$ cat src/source/sd_link_settings.svh
// card identity and power-up constants
// CID and CSD contents, OCR voltage window, RCA step, ACMD41 ready count
`ifndef SD_LINK_SETTINGS_SVH
`define SD_LINK_SETTINGS_SVH

// CID fields, MSB first
`define SD_CID_MID 8'h03
`define SD_CID_OID 16'h5344
// product name "SDLNK"
`define SD_CID_PNM 40'h53444c4e4b
`define SD_CID_PRV 8'h10
`define SD_CID_PSN 32'h00002a51
`define SD_CID_MDT 12'h0f1
`define SD_CID_VALUE {`SD_CID_MID, `SD_CID_OID, `SD_CID_PNM, `SD_CID_PRV, \
                      `SD_CID_PSN, 4'h0, `SD_CID_MDT, 8'h01}

// version 2.0 CSD, high capacity layout
`define SD_CSD_VALUE 128'h400e00325b5900003b377f800a400001

// 2.7 to 3.6 V
`define SD_OCR_VOLTAGE_WINDOW 24'hff8000
`define SD_OCR_BUSY_BIT 31

`define SD_RCA_STEP 16'h1337
`define SD_ACMD41_READY_COUNT 3

`endif
$ cat src/source/sd_link_pkg.sv
// shared types, command indices and card status bit positions
// plus the application command lookup
`default_nettype none

package sd_link_pkg;

   typedef logic [5:0]   cmd_index_t;
   typedef logic [31:0]  cmd_arg_t;
   typedef logic [47:0]  cmd_frame_t;
   typedef logic [15:0]  rca_t;
   typedef logic [31:0]  card_status_t;
   typedef logic [31:0]  ocr_t;
   // 48-bit responses sit left-aligned
   typedef logic [135:0] resp_frame_t;

   typedef enum logic [3:0] {
      card_idle = 4'd0, card_ready = 4'd1, card_ident = 4'd2, card_stby = 4'd3,
      card_tran = 4'd4, card_data = 4'd5, card_rcv = 4'd6, card_prg = 4'd7,
      card_dis = 4'd8, card_ina = 4'd15
   } card_state_e;

   typedef enum logic [3:0] {
      resp_none, resp_bad, resp_r1, resp_r1b, resp_r2, resp_r3, resp_r6, resp_r7
   } resp_kind_e;

   typedef enum logic [2:0] {
      seq_reset, seq_idle, seq_decode, seq_status, seq_format, seq_send
   } seq_state_e;

   localparam cmd_index_t cmd0_go_idle           = 6'd0;
   localparam cmd_index_t cmd1_send_op_cond      = 6'd1;
   localparam cmd_index_t cmd2_all_send_cid      = 6'd2;
   localparam cmd_index_t cmd3_send_rca          = 6'd3;
   localparam cmd_index_t cmd5_io_send_op_cond   = 6'd5;
   localparam cmd_index_t cmd7_select_card       = 6'd7;
   localparam cmd_index_t cmd8_send_if_cond      = 6'd8;
   localparam cmd_index_t cmd9_send_csd          = 6'd9;
   localparam cmd_index_t cmd10_send_cid         = 6'd10;
   localparam cmd_index_t cmd13_send_status      = 6'd13;
   localparam cmd_index_t cmd55_app_cmd          = 6'd55;
   localparam cmd_index_t acmd6_set_bus_width    = 6'd6;
   localparam cmd_index_t acmd41_sd_send_op_cond = 6'd41;

   localparam int stat_out_of_range    = 31;
   localparam int stat_com_crc_error   = 23;
   localparam int stat_illegal_command = 22;
   localparam int stat_ready_for_data  = 8;
   localparam int stat_app_cmd         = 5;

   // application commands this card knows
   function automatic logic is_acmd(input cmd_index_t idx);
      return (idx == acmd6_set_bus_width) || (idx == acmd41_sd_send_op_cond);
   endfunction

endpackage

`default_nettype wire

$ cat src/source/sd_link_top.sv
// SD link command side: sequencer FSM, PHY response handshake
// input synchronizers, decoder, status register and response builder
`timescale 1ns/1ns
`default_nettype none

module sd_link_top (
   input  wire                          clk_50,
   input  wire                          reset_s,
   input  wire sd_link_pkg::cmd_frame_t phy_cmd_in,
   input  wire                          phy_cmd_crc_good,
   input  wire                          phy_cmd_act,
   input  wire                          phy_resp_done,
   output sd_link_pkg::resp_frame_t     phy_resp_out,
   output sd_link_pkg::resp_kind_e      phy_resp_type,
   output logic                         phy_resp_act,
   output logic                         phy_mode_4bit,
   output sd_link_pkg::card_state_e     link_card_state,
   output sd_link_pkg::cmd_index_t      cmd_in_last,
   output logic                         err_cmd_crc,
   output logic                         err_unhandled_cmd,
   output logic                         err_host_is_spi,
   output logic                         info_card_desel
);
   import sd_link_pkg::*;

   seq_state_e   seq;
   card_state_e  card_state;
   card_state_e  card_state_next;
   cmd_frame_t   cmd_s;
   cmd_frame_t   cmd_latch;
   cmd_index_t   cmd_index;
   cmd_arg_t     cmd_arg;
   logic         crc_good_s;
   logic         act_rise;
   logic         done_rise;
   logic         decode_second;
   logic         decode_go;
   logic         retry_wait;
   logic         resp_finish;
   resp_kind_e   resp_kind;
   rca_t         card_rca;
   ocr_t         card_ocr;
   logic [7:0]   r7_echo;
   logic         app_cmd;
   logic         status_set_illegal;
   logic         crc_bad;
   logic         cmd_accepted;
   logic         set_illegal;
   logic         clear_on_read;
   card_status_t card_status;
   resp_frame_t  resp_frame;

   sd_link_synch #(.width(48)) cmd_synch_i (
      .clk_50 (clk_50), .d(phy_cmd_in), .q(cmd_s), .rise());
   sd_link_synch crc_synch_i (
      .clk_50 (clk_50), .d(phy_cmd_crc_good), .q(crc_good_s), .rise());
   sd_link_synch act_synch_i (
      .clk_50 (clk_50), .d(phy_cmd_act), .q(), .rise(act_rise));
   sd_link_synch done_synch_i (
      .clk_50 (clk_50), .d(phy_resp_done), .q(), .rise(done_rise));

   assign cmd_index       = cmd_latch[45:40];
   assign cmd_arg         = cmd_latch[39:8];
   assign link_card_state = card_state;

   // event pulses derived from the sequencer
   assign crc_bad       = (seq == seq_idle) && act_rise && !crc_good_s;
   assign decode_go     = (seq == seq_decode) && !decode_second;
   assign retry_wait    = decode_go && app_cmd && !is_acmd(cmd_index);
   assign set_illegal   = (seq == seq_status) && status_set_illegal;
   assign resp_finish   = (seq == seq_send) && done_rise;
   assign cmd_accepted  = resp_finish || ((seq == seq_format) && (resp_kind == resp_none));
   assign clear_on_read = resp_finish && (cmd_index == cmd13_send_status);

   sd_cmd_decoder decoder_i (
      .clk_50             (clk_50),
      .reset_s            (reset_s),
      .decode_go          (decode_go),
      .cmd_index          (cmd_index),
      .cmd_arg            (cmd_arg),
      .card_state         (card_state),
      .resp_kind          (resp_kind),
      .card_state_next    (card_state_next),
      .card_rca           (card_rca),
      .card_ocr           (card_ocr),
      .r7_echo            (r7_echo),
      .mode_4bit          (phy_mode_4bit),
      .app_cmd            (app_cmd),
      .status_set_illegal (status_set_illegal),
      .err_unhandled_cmd  (err_unhandled_cmd),
      .err_host_is_spi    (err_host_is_spi),
      .info_card_desel    (info_card_desel)
   );

   sd_card_status status_i (
      .clk_50        (clk_50),
      .reset_s       (reset_s),
      .crc_bad       (crc_bad),
      .cmd_accepted  (cmd_accepted),
      .set_illegal   (set_illegal),
      .app_cmd       (app_cmd),
      .clear_on_read (clear_on_read),
      .card_state    (card_state),
      .card_status   (card_status)
   );

   sd_resp_builder resp_builder_i (
      .resp_kind   (resp_kind),
      .cmd_index   (cmd_index),
      .card_status (card_status),
      .card_rca    (card_rca),
      .card_ocr    (card_ocr),
      .r7_echo     (r7_echo),
      .resp_frame  (resp_frame)
   );

   always_ff @(posedge clk_50) begin
      if (!reset_s) begin
         seq           <= seq_reset;
         card_state    <= card_idle;
         phy_resp_act  <= 1'b0;
         phy_resp_type <= resp_none;
         err_cmd_crc   <= 1'b0;
         cmd_in_last   <= '0;
         decode_second <= 1'b0;
      end else begin
         case (seq)
            seq_reset: seq <= seq_idle;
            seq_idle: begin
               // edges arriving while a response is out are ignored
               if (act_rise && crc_good_s) begin
                  cmd_in_last <= cmd_s[45:40];
                  seq         <= seq_decode;
               end else if (act_rise) begin
                  err_cmd_crc <= 1'b1;
               end
            end
            seq_decode: begin
               // one extra cycle when an ACMD falls back to CMD
               if (retry_wait) begin
                  decode_second <= 1'b1;
               end else begin
                  decode_second <= 1'b0;
                  seq           <= seq_status;
               end
            end
            seq_status: seq <= seq_format;
            seq_format: begin
               phy_resp_type <= resp_kind;
               if (resp_kind == resp_none) begin
                  card_state <= card_state_next;
                  seq        <= seq_idle;
               end else if (resp_kind == resp_bad) begin
                  seq <= seq_idle;
               end else begin
                  phy_resp_act <= 1'b1;
                  seq          <= seq_send;
               end
            end
            seq_send: begin
               // PHY holds done off as long as it needs
               if (done_rise) begin
                  phy_resp_act <= 1'b0;
                  card_state   <= card_state_next;
                  seq          <= seq_idle;
               end
            end
            default: seq <= seq_idle;
         endcase
      end
   end

   // command and response payload
   always_ff @(posedge clk_50) begin
      if (seq == seq_idle && act_rise && crc_good_s) begin
         cmd_latch <= cmd_s;
      end
      if (seq == seq_format) begin
         phy_resp_out <= resp_frame;
      end
   end

endmodule

`default_nettype wire

$ cat src/source/sd_resp_builder.sv
// response frame formatter for R1, R1b, R2, R3, R6 and R7
`timescale 1ns/1ns
`default_nettype none
`include "sd_link_settings.svh"

module sd_resp_builder (
   input  wire sd_link_pkg::resp_kind_e   resp_kind,
   input  wire sd_link_pkg::cmd_index_t   cmd_index,
   input  wire sd_link_pkg::card_status_t card_status,
   input  wire sd_link_pkg::rca_t         card_rca,
   input  wire sd_link_pkg::ocr_t         card_ocr,
   input  wire [7:0]                      r7_echo,
   output sd_link_pkg::resp_frame_t       resp_frame
);
   import sd_link_pkg::*;

   localparam logic [127:0] cid = `SD_CID_VALUE;
   localparam logic [127:0] csd = `SD_CSD_VALUE;

   logic [15:0] status_short;

   // R6 keeps bits 23, 22, 19 and 12:0
   assign status_short = {card_status[stat_com_crc_error], card_status[stat_illegal_command],
                          card_status[19], card_status[12:0]};

   always_comb begin
      case (resp_kind)
         resp_r1, resp_r1b: begin
            resp_frame = {2'b00, cmd_index, card_status, 8'h01, 88'h0};
         end
         resp_r2: begin
            // CRC inside the register image, end bit forced
            if (cmd_index == cmd9_send_csd) begin
               resp_frame = {2'b00, 6'b111111, csd[127:1], 1'b1};
            end else begin
               resp_frame = {2'b00, 6'b111111, cid[127:1], 1'b1};
            end
         end
         resp_r3: begin
            // no CRC in R3, all ones
            resp_frame = {2'b00, 6'b111111, card_ocr, 8'hff, 88'h0};
         end
         resp_r6: begin
            resp_frame = {2'b00, cmd_index, card_rca, status_short, 8'h01, 88'h0};
         end
         resp_r7: begin
            resp_frame = {2'b00, cmd_index, 20'h0, 4'b0001, r7_echo, 8'h01, 88'h0};
         end
         default: begin
            resp_frame = '0;
         end
      endcase
   end

endmodule

`default_nettype wire

$ cat src/source/sd_card_status.sv
// 32-bit card status register
// error bits, clear-on-read, state and app command mirror
`timescale 1ns/1ns
`default_nettype none

module sd_card_status (
   input  wire                           clk_50,
   input  wire                           reset_s,
   input  wire                           crc_bad,
   input  wire                           cmd_accepted,
   input  wire                           set_illegal,
   input  wire                           app_cmd,
   input  wire                           clear_on_read,
   input  wire sd_link_pkg::card_state_e card_state,
   output sd_link_pkg::card_status_t     card_status
);
   import sd_link_pkg::*;

   always_ff @(posedge clk_50) begin
      if (!reset_s) begin
         card_status <= '0;
      end else begin
         if (cmd_accepted) begin
            // reported once, in the response after the failure
            card_status[stat_com_crc_error]   <= 1'b0;
            card_status[stat_illegal_command] <= 1'b0;
         end
         if (crc_bad) begin
            card_status[stat_com_crc_error] <= 1'b1;
         end
         if (set_illegal) begin
            card_status[stat_illegal_command] <= 1'b1;
         end
         if (clear_on_read) begin
            card_status[stat_out_of_range] <= 1'b0;
         end
         // current_state field
         card_status[12:9]                <= card_state;
         card_status[stat_ready_for_data] <= 1'b1;
         card_status[stat_app_cmd]        <= app_cmd;
      end
   end

endmodule

`default_nettype wire

$ cat src/source/sd_cmd_decoder.sv
// command decoder with RCA, OCR and application command state
// per-command state rules, response kind and error flags
`timescale 1ns/1ns
`default_nettype none
`include "sd_link_settings.svh"

module sd_cmd_decoder (
   input  wire                           clk_50,
   input  wire                           reset_s,
   input  wire                           decode_go,
   input  wire sd_link_pkg::cmd_index_t  cmd_index,
   input  wire sd_link_pkg::cmd_arg_t    cmd_arg,
   input  wire sd_link_pkg::card_state_e card_state,
   output sd_link_pkg::resp_kind_e       resp_kind,
   output sd_link_pkg::card_state_e      card_state_next,
   output sd_link_pkg::rca_t             card_rca,
   output sd_link_pkg::ocr_t             card_ocr,
   output logic [7:0]                    r7_echo,
   output logic                          mode_4bit,
   output logic                          app_cmd,
   output logic                          status_set_illegal,
   output logic                          err_unhandled_cmd,
   output logic                          err_host_is_spi,
   output logic                          info_card_desel
);
   import sd_link_pkg::*;

   // capacity status set but not yet powered up
   localparam ocr_t ocr_init = {2'b01, 6'h00, `SD_OCR_VOLTAGE_WINDOW};

   logic [3:0]  acmd41_count;
   logic        retry;
   logic        decode_en;
   logic        rca_match;
   resp_kind_e  kind_d;
   card_state_e state_d;
   rca_t        rca_d;
   ocr_t        ocr_d;
   logic [3:0]  count_d;
   logic        mode_d;
   logic        app_d;
   logic        retry_d;
   logic        desel_d;
   logic        unhandled_d;
   logic        spi_d;

   assign decode_en = decode_go | retry;
   assign rca_match = (cmd_arg[31:16] == card_rca);

   always_comb begin
      kind_d      = resp_bad;
      state_d     = card_state;
      rca_d       = card_rca;
      ocr_d       = card_ocr;
      count_d     = acmd41_count;
      mode_d      = mode_4bit;
      app_d       = 1'b0;
      retry_d     = 1'b0;
      desel_d     = info_card_desel;
      unhandled_d = err_unhandled_cmd;
      spi_d       = err_host_is_spi;
      if (app_cmd && !is_acmd(cmd_index)) begin
         // unknown ACMD runs again next cycle as a plain CMD
         retry_d = 1'b1;
      end else if (app_cmd) begin
         if (cmd_index == acmd6_set_bus_width) begin
            if (card_state == card_tran) begin
               kind_d = resp_r1;
               mode_d = cmd_arg[1];
            end
         end else if (card_state == card_idle) begin
            kind_d  = resp_r3;
            count_d = acmd41_count + 4'd1;
            // zero window is an inquiry, and no HCS means never ready
            if (cmd_arg[23:0] != 24'h0 && cmd_arg[30] &&
                acmd41_count > 4'(`SD_ACMD41_READY_COUNT - 1)) begin
               ocr_d[`SD_OCR_BUSY_BIT] = 1'b1;
               state_d                 = card_ready;
            end
         end
      end else begin
         case (cmd_index)
            cmd0_go_idle: begin
               if (card_state != card_ina) begin
                  kind_d      = resp_none;
                  state_d     = card_idle;
                  rca_d       = '0;
                  ocr_d       = ocr_init;
                  count_d     = '0;
                  mode_d      = 1'b0;
                  desel_d     = 1'b0;
                  unhandled_d = 1'b0;
                  spi_d       = 1'b0;
               end
            end
            cmd2_all_send_cid: begin
               if (card_state == card_ready) begin
                  kind_d  = resp_r2;
                  state_d = card_ident;
               end
            end
            cmd3_send_rca: begin
               if (card_state inside {card_ident, card_stby}) begin
                  kind_d  = resp_r6;
                  rca_d   = card_rca + `SD_RCA_STEP;
                  state_d = card_stby;
               end
            end
            cmd7_select_card: begin
               if (!rca_match) begin
                  // another card addressed so drop off quietly
                  kind_d  = resp_none;
                  desel_d = 1'b1;
                  if (card_state inside {card_tran, card_data}) begin
                     state_d = card_stby;
                  end else if (card_state == card_prg) begin
                     state_d = card_dis;
                  end
               end else if (card_state inside {card_stby, card_dis}) begin
                  kind_d  = resp_r1b;
                  state_d = card_tran;
               end
            end
            cmd8_send_if_cond: begin
               if (card_state == card_idle) begin
                  kind_d = (cmd_arg[11:8] == 4'b0001) ? resp_r7 : resp_none;
               end
            end
            cmd9_send_csd, cmd10_send_cid: begin
               if (!rca_match) begin
                  kind_d = resp_none;
               end else if (card_state == card_stby) begin
                  kind_d = resp_r2;
               end
            end
            cmd13_send_status: begin
               if (!rca_match) begin
                  kind_d = resp_none;
               end else if (card_state inside {card_stby, card_tran, card_data,
                                               card_rcv, card_prg, card_dis}) begin
                  kind_d = resp_r1;
               end
            end
            cmd55_app_cmd: begin
               if (!rca_match) begin
                  kind_d = resp_none;
               end else if (!(card_state inside {card_ready, card_ident, card_ina})) begin
                  kind_d = resp_r1;
                  app_d  = 1'b1;
               end
            end
            default: begin
               // CMD1 comes from SPI hosts and CMD5 from SDIO probing
               if (!(cmd_index inside {cmd1_send_op_cond, cmd5_io_send_op_cond})) begin
                  unhandled_d = 1'b1;
               end
               if (cmd_index == cmd1_send_op_cond) begin
                  spi_d = 1'b1;
               end
            end
         endcase
      end
   end

   always_ff @(posedge clk_50) begin
      if (!reset_s) begin
         resp_kind          <= resp_none;
         card_state_next    <= card_idle;
         card_rca           <= '0;
         card_ocr           <= ocr_init;
         acmd41_count       <= '0;
         mode_4bit          <= 1'b0;
         app_cmd            <= 1'b0;
         retry              <= 1'b0;
         status_set_illegal <= 1'b0;
         err_unhandled_cmd  <= 1'b0;
         err_host_is_spi    <= 1'b0;
         info_card_desel    <= 1'b0;
      end else if (decode_en) begin
         resp_kind          <= kind_d;
         card_state_next    <= state_d;
         card_rca           <= rca_d;
         card_ocr           <= ocr_d;
         acmd41_count       <= count_d;
         mode_4bit          <= mode_d;
         app_cmd            <= app_d;
         retry              <= retry_d;
         status_set_illegal <= (kind_d == resp_bad) && !retry_d;
         err_unhandled_cmd  <= unhandled_d;
         err_host_is_spi    <= spi_d;
         info_card_desel    <= desel_d;
      end
   end

   // CMD8 check pattern
   always_ff @(posedge clk_50) begin
      if (decode_en) begin
         r7_echo <= cmd_arg[7:0];
      end
   end

endmodule

`default_nettype wire

$ cat src/source/sd_link_synch.sv
// three-stage synchronizer with rising edge detect
`timescale 1ns/1ns
`default_nettype none

module sd_link_synch #(
   parameter int width = 1
) (
   input  wire              clk_50,
   input  wire [width-1:0]  d,
   output logic [width-1:0] q,
   output logic [width-1:0] rise
);

   logic [width-1:0] stage1;
   logic [width-1:0] stage2;
   logic [width-1:0] stage3;

   always_ff @(posedge clk_50) begin
      stage1 <= d;
      stage2 <= stage1;
      stage3 <= stage2;
      // lines up with the first high cycle of q
      rise   <= stage2 & ~stage3;
   end

   assign q = stage3;

endmodule

`default_nettype wire

$ cat config.mk
export PLATFORM = sky130hd
export DESIGN_NAME = sd_link_top
export DESIGN_NICKNAME = d
export VERILOG_FILES = /design/src/source/sd_link_pkg.sv /design/src/source/sd_link_top.sv /design/src/source/sd_resp_builder.sv /design/src/source/sd_card_status.sv /design/src/source/sd_cmd_decoder.sv /design/src/source/sd_link_synch.sv
export VERILOG_INCLUDE_DIRS = /design/src /design/src/source
export SDC_FILE = /design/constraint.sdc
export NUM_CORES = 1
export LEC_CHECK = 0
export BUFFER_PORTS_ARGS = -buffer_cell sky130_fd_sc_hd__buf_2
export CAP_MARGIN = 20
export CORE_MARGIN = 1
export CORE_UTILIZATION = 58
export DETAILED_ROUTE_END_ITERATION = 10
export PLACE_DENSITY_LB_ADDON = 0.2
export SLEW_MARGIN = 15
export SYNTH_ARGS = -nofsm -noshare
export SYNTH_HDL_FRONTEND = slang
export SYNTH_SLANG_ARGS = --single-unit
$ cat constraint.sdc
create_clock -name clk_50 -period 7.14 [get_ports clk_50]
set_input_delay 1.428 -clock clk_50 [delete_from_list [all_inputs] [get_ports clk_50]]
set_output_delay 1.428 -clock clk_50 [all_outputs]
set_load 0.05 [all_outputs]
==> impl_metrics.json <==
{
  "rsz0062_at_grt": "false",
  "avgSynthCellArea_um2": 11.8,
  "power_leakage_nw": 4.77,
  "grt_usage_pct": 20.8,
  "ys_seq_area_share_pct": 64.7,
  "areaGrowthSynthToFinish_pct": 13.5,
  "cp_top_family": "flip-flops",
  "drive_above_1_share_pct": 23.7,
  "dp_hpwl_um": 12500,
  "yosys_warnings": 0,
  "cts_hold_buffers": 0,
  "required_ps": 5710,
  "vias": 6092,
  "clock-sinks": 278,
  "cts_tree": "built",
  "worst-path-max-fanout": 19,
  "synth_edf_count": 91,
  "setup_tns_ps": 0,
  "tightest_slew_ps": 966,
  "yosysTopAreaCell": "dfxtp_1",
  "cpPeakStageDelay_ps": 740,
  "setup.worst_path.end_class": "output pin",
  "grt_start_max_net_pins": 50,
  "viasPerCell": 5.11,
  "synth_area_um2": 10000,
  "synthFlopType": "dfxtp_1",
  "post_cts_resized": 0,
  "grt_pass1_wl_um": 28700,
  "worst-setup-path-type": "reg -> out",
  "start_kind": "flop",
  "crit_buf_inv": 1,
  "initial_core_util_pct": 60.0,
  "drc": 0,
  "syn_inst": 847,
  "num_rows": 47,
  "ir_worst_vdd_mv": 0.284,
  "crit_arrival_ps": 1670,
  "power_density_nw_per_um2": 285,
  "cts_post_setup_buffers_inserted": 0,
  "die_h_um": 133,
  "async_flop_share_pct": 0,
  "maxCapViolCount": 0,
  "cts_buffers": 27,
  "dpl_cell_area_um2": 10400,
  "gp_congestion": 0.937,
  "die_area_um2": 17800,
  "clk_latency_ps": 520,
  "yosysTopAreaCellShare_pct": 37.4,
  "cp_cell_sequence": "buf_2",
  "cts.clk_slew.worst_paths_ps": 60,
  "period_needed_ps": 3090,
  "fin_crit_sh_pct": 43.3,
  "clock_path_buffers": 3,
  "final_cell_mix": "187 x dfxtp_1, 152 x buf_2, 91 x edfxtp_1",
  "port_buffers": 152,
  "fin_skew_ps": 20.1,
  "hold_viol_final": 0,
  "synth-seq-cells": 278,
  "synth_cell_types": 73,
  "core_um2": 16700,
  "die_w_um": 133,
  "wl_um": 18300,
  "n_antenna_cell": 0,
  "grt_pass1_vias": 5431,
  "io_pins": 209,
  "antenna_found_initial": 0,
  "max_slew_margin_pct": 34.8,
  "final_common_cell": "dfxtp_1",
  "worstHoldPathType": "reg -> reg",
  "initialDrtViolationCount": 377,
  "final_area_um2": 11400,
  "ant_nets": 0,
  "drtPass1Iterations": 4,
  "outcome": "completed",
  "wl_per_cell_um": 15.3,
  "layout.nets": 1008,
  "cts-root-buf": "clkbuf_16",
  "cp_slowest_cell": "dfxtp_1",
  "slew_violations": 0,
  "max_clock_freq_ghz": 0.323,
  "overflow": 0,
  "htree_levels": 1,
  "ys_top_cells_by_area": "dfxtp_1 37%, edfxtp_1 27%, buf_4 7.0%",
  "final-setup-viol-count": 0
}
[flip-flops by register name, summed over array words and instances, names as in the netlist, 3 cells and up]
register	flops
cmd_in_last	6
cmd_latch	38
cmd_synch_i.q	38
cmd_synch_i.stage1	38
cmd_synch_i.stage2	38
decoder_i.acmd41_count	4
decoder_i.card_rca	16
decoder_i.card_state_next	4
decoder_i.r7_echo	8
decoder_i.resp_kind	3
link_card_state	4
phy_resp_out	45
phy_resp_type	3
seq	3
status_i.card_status	8
[area by class of cell]
cell class	instances	area [um^2]
clock buffers	36	782
clock inverters	13	150
fillers	1263	5340
inverters	19	71.3
multi-input cells	465	2780
flip-flops and latches	278	6480
well taps	220	275
repair buffers	161	832
[stage by stage]
| stage | instances | util, % | hold slack (ps) | setup WS (ps) | power (W) |
|---|---|---|---|---|---|
| final | 1192 | 68.0 | 322 | 4050 | 0.00323 |
| after global routing | 1192 | 68.0 | 322 | 3980 | 0.00334 |
| after CTS | 1191 | 68.0 | 323 | 4050 | 0.00326 |
| after detailed placement | 1142 | 62.4 | 312 | 4100 | 0.00183 |
| after global placement | 1142 | 62.4 | 310 | 4140 | 0.00182 |
| after floorplan | 892 | - | 310 | 3920 | 0.00182 |
[cells in the mapped netlist, types with 10 or more instances]
master / instances
nor4_1: 16
a21o_1: 14
buf_4: 93
nor2_1: 57
o21ai_0: 25
clkbuf_1: 27
edfxtp_1: 91
xor2_1: 26
nand3_1: 13
a21oi_1: 30
dfxtp_1: 187
and2_1: 14
nor3_1: 14
mux2i_1: 10
nand2_1: 59
nand2b_1: 14
inv_1: 18
[path summary, 6_finish.rpt]
kind                                   startpoint                                  to  slack [ps]  cells after the start
setup / recovery  link_card_state[1]$_SDFFE_PN0P_                  link_card_state[1]        4050                      1
hold / removal     cmd_synch_i.stage2[22]$_DFF_P_           cmd_synch_i.q[22]$_DFF_P_         320                      0
setup reg to reg          cmd_latch[43]$_DFFE_PP_  decoder_i.card_rca[1]$_SDFFE_PN0P_        4210                      7
hold reg to reg    cmd_synch_i.stage2[22]$_DFF_P_           cmd_synch_i.q[22]$_DFF_P_         320                      0
[metal layers]
layer	share of wire, %	vias to the layer above	track usage, %
met3	7.3	25	3.54
li1	-	3027	-
met2	46	273	33.0
met1	45	2767	28.8
met4	2.1	0	7.51
met5	0	-	0
[power breakdown]
group	leakage, nW	total, W	internal (W)	switching, W
clock	0.464	0.00144	0.000880	0.000561
sequential	2.40	0.00169	0.00167	0.0000172
combinational	1.90	0.000101	0.0000179	0.0000832
[worst reg2reg max path: stages, from the launching register on]
cell and delay, ps:
edfxtp_1 590, or4_1 810, o32ai_4 460, nand2b_1 240, a221o_2 170, o21ai_2 150, buf_6 220, a211oi_1 190
[cell families after synthesis]
logic type                 after synthesis  share of synthesized area [%]
AOI/OAI and AO/OA                      135                           9.36
xor gates and xnor gates                33                           2.89
adders and majority gates                3                          0.375
buffers and inverters                  149                           9.44
DFF                                    278                           64.7
muxes                                   10                          0.999
other                                    1                         0.0374
and+or+nand+nor                        238                           12.2
No activity file was read; power rests on OpenSTA's default activity.
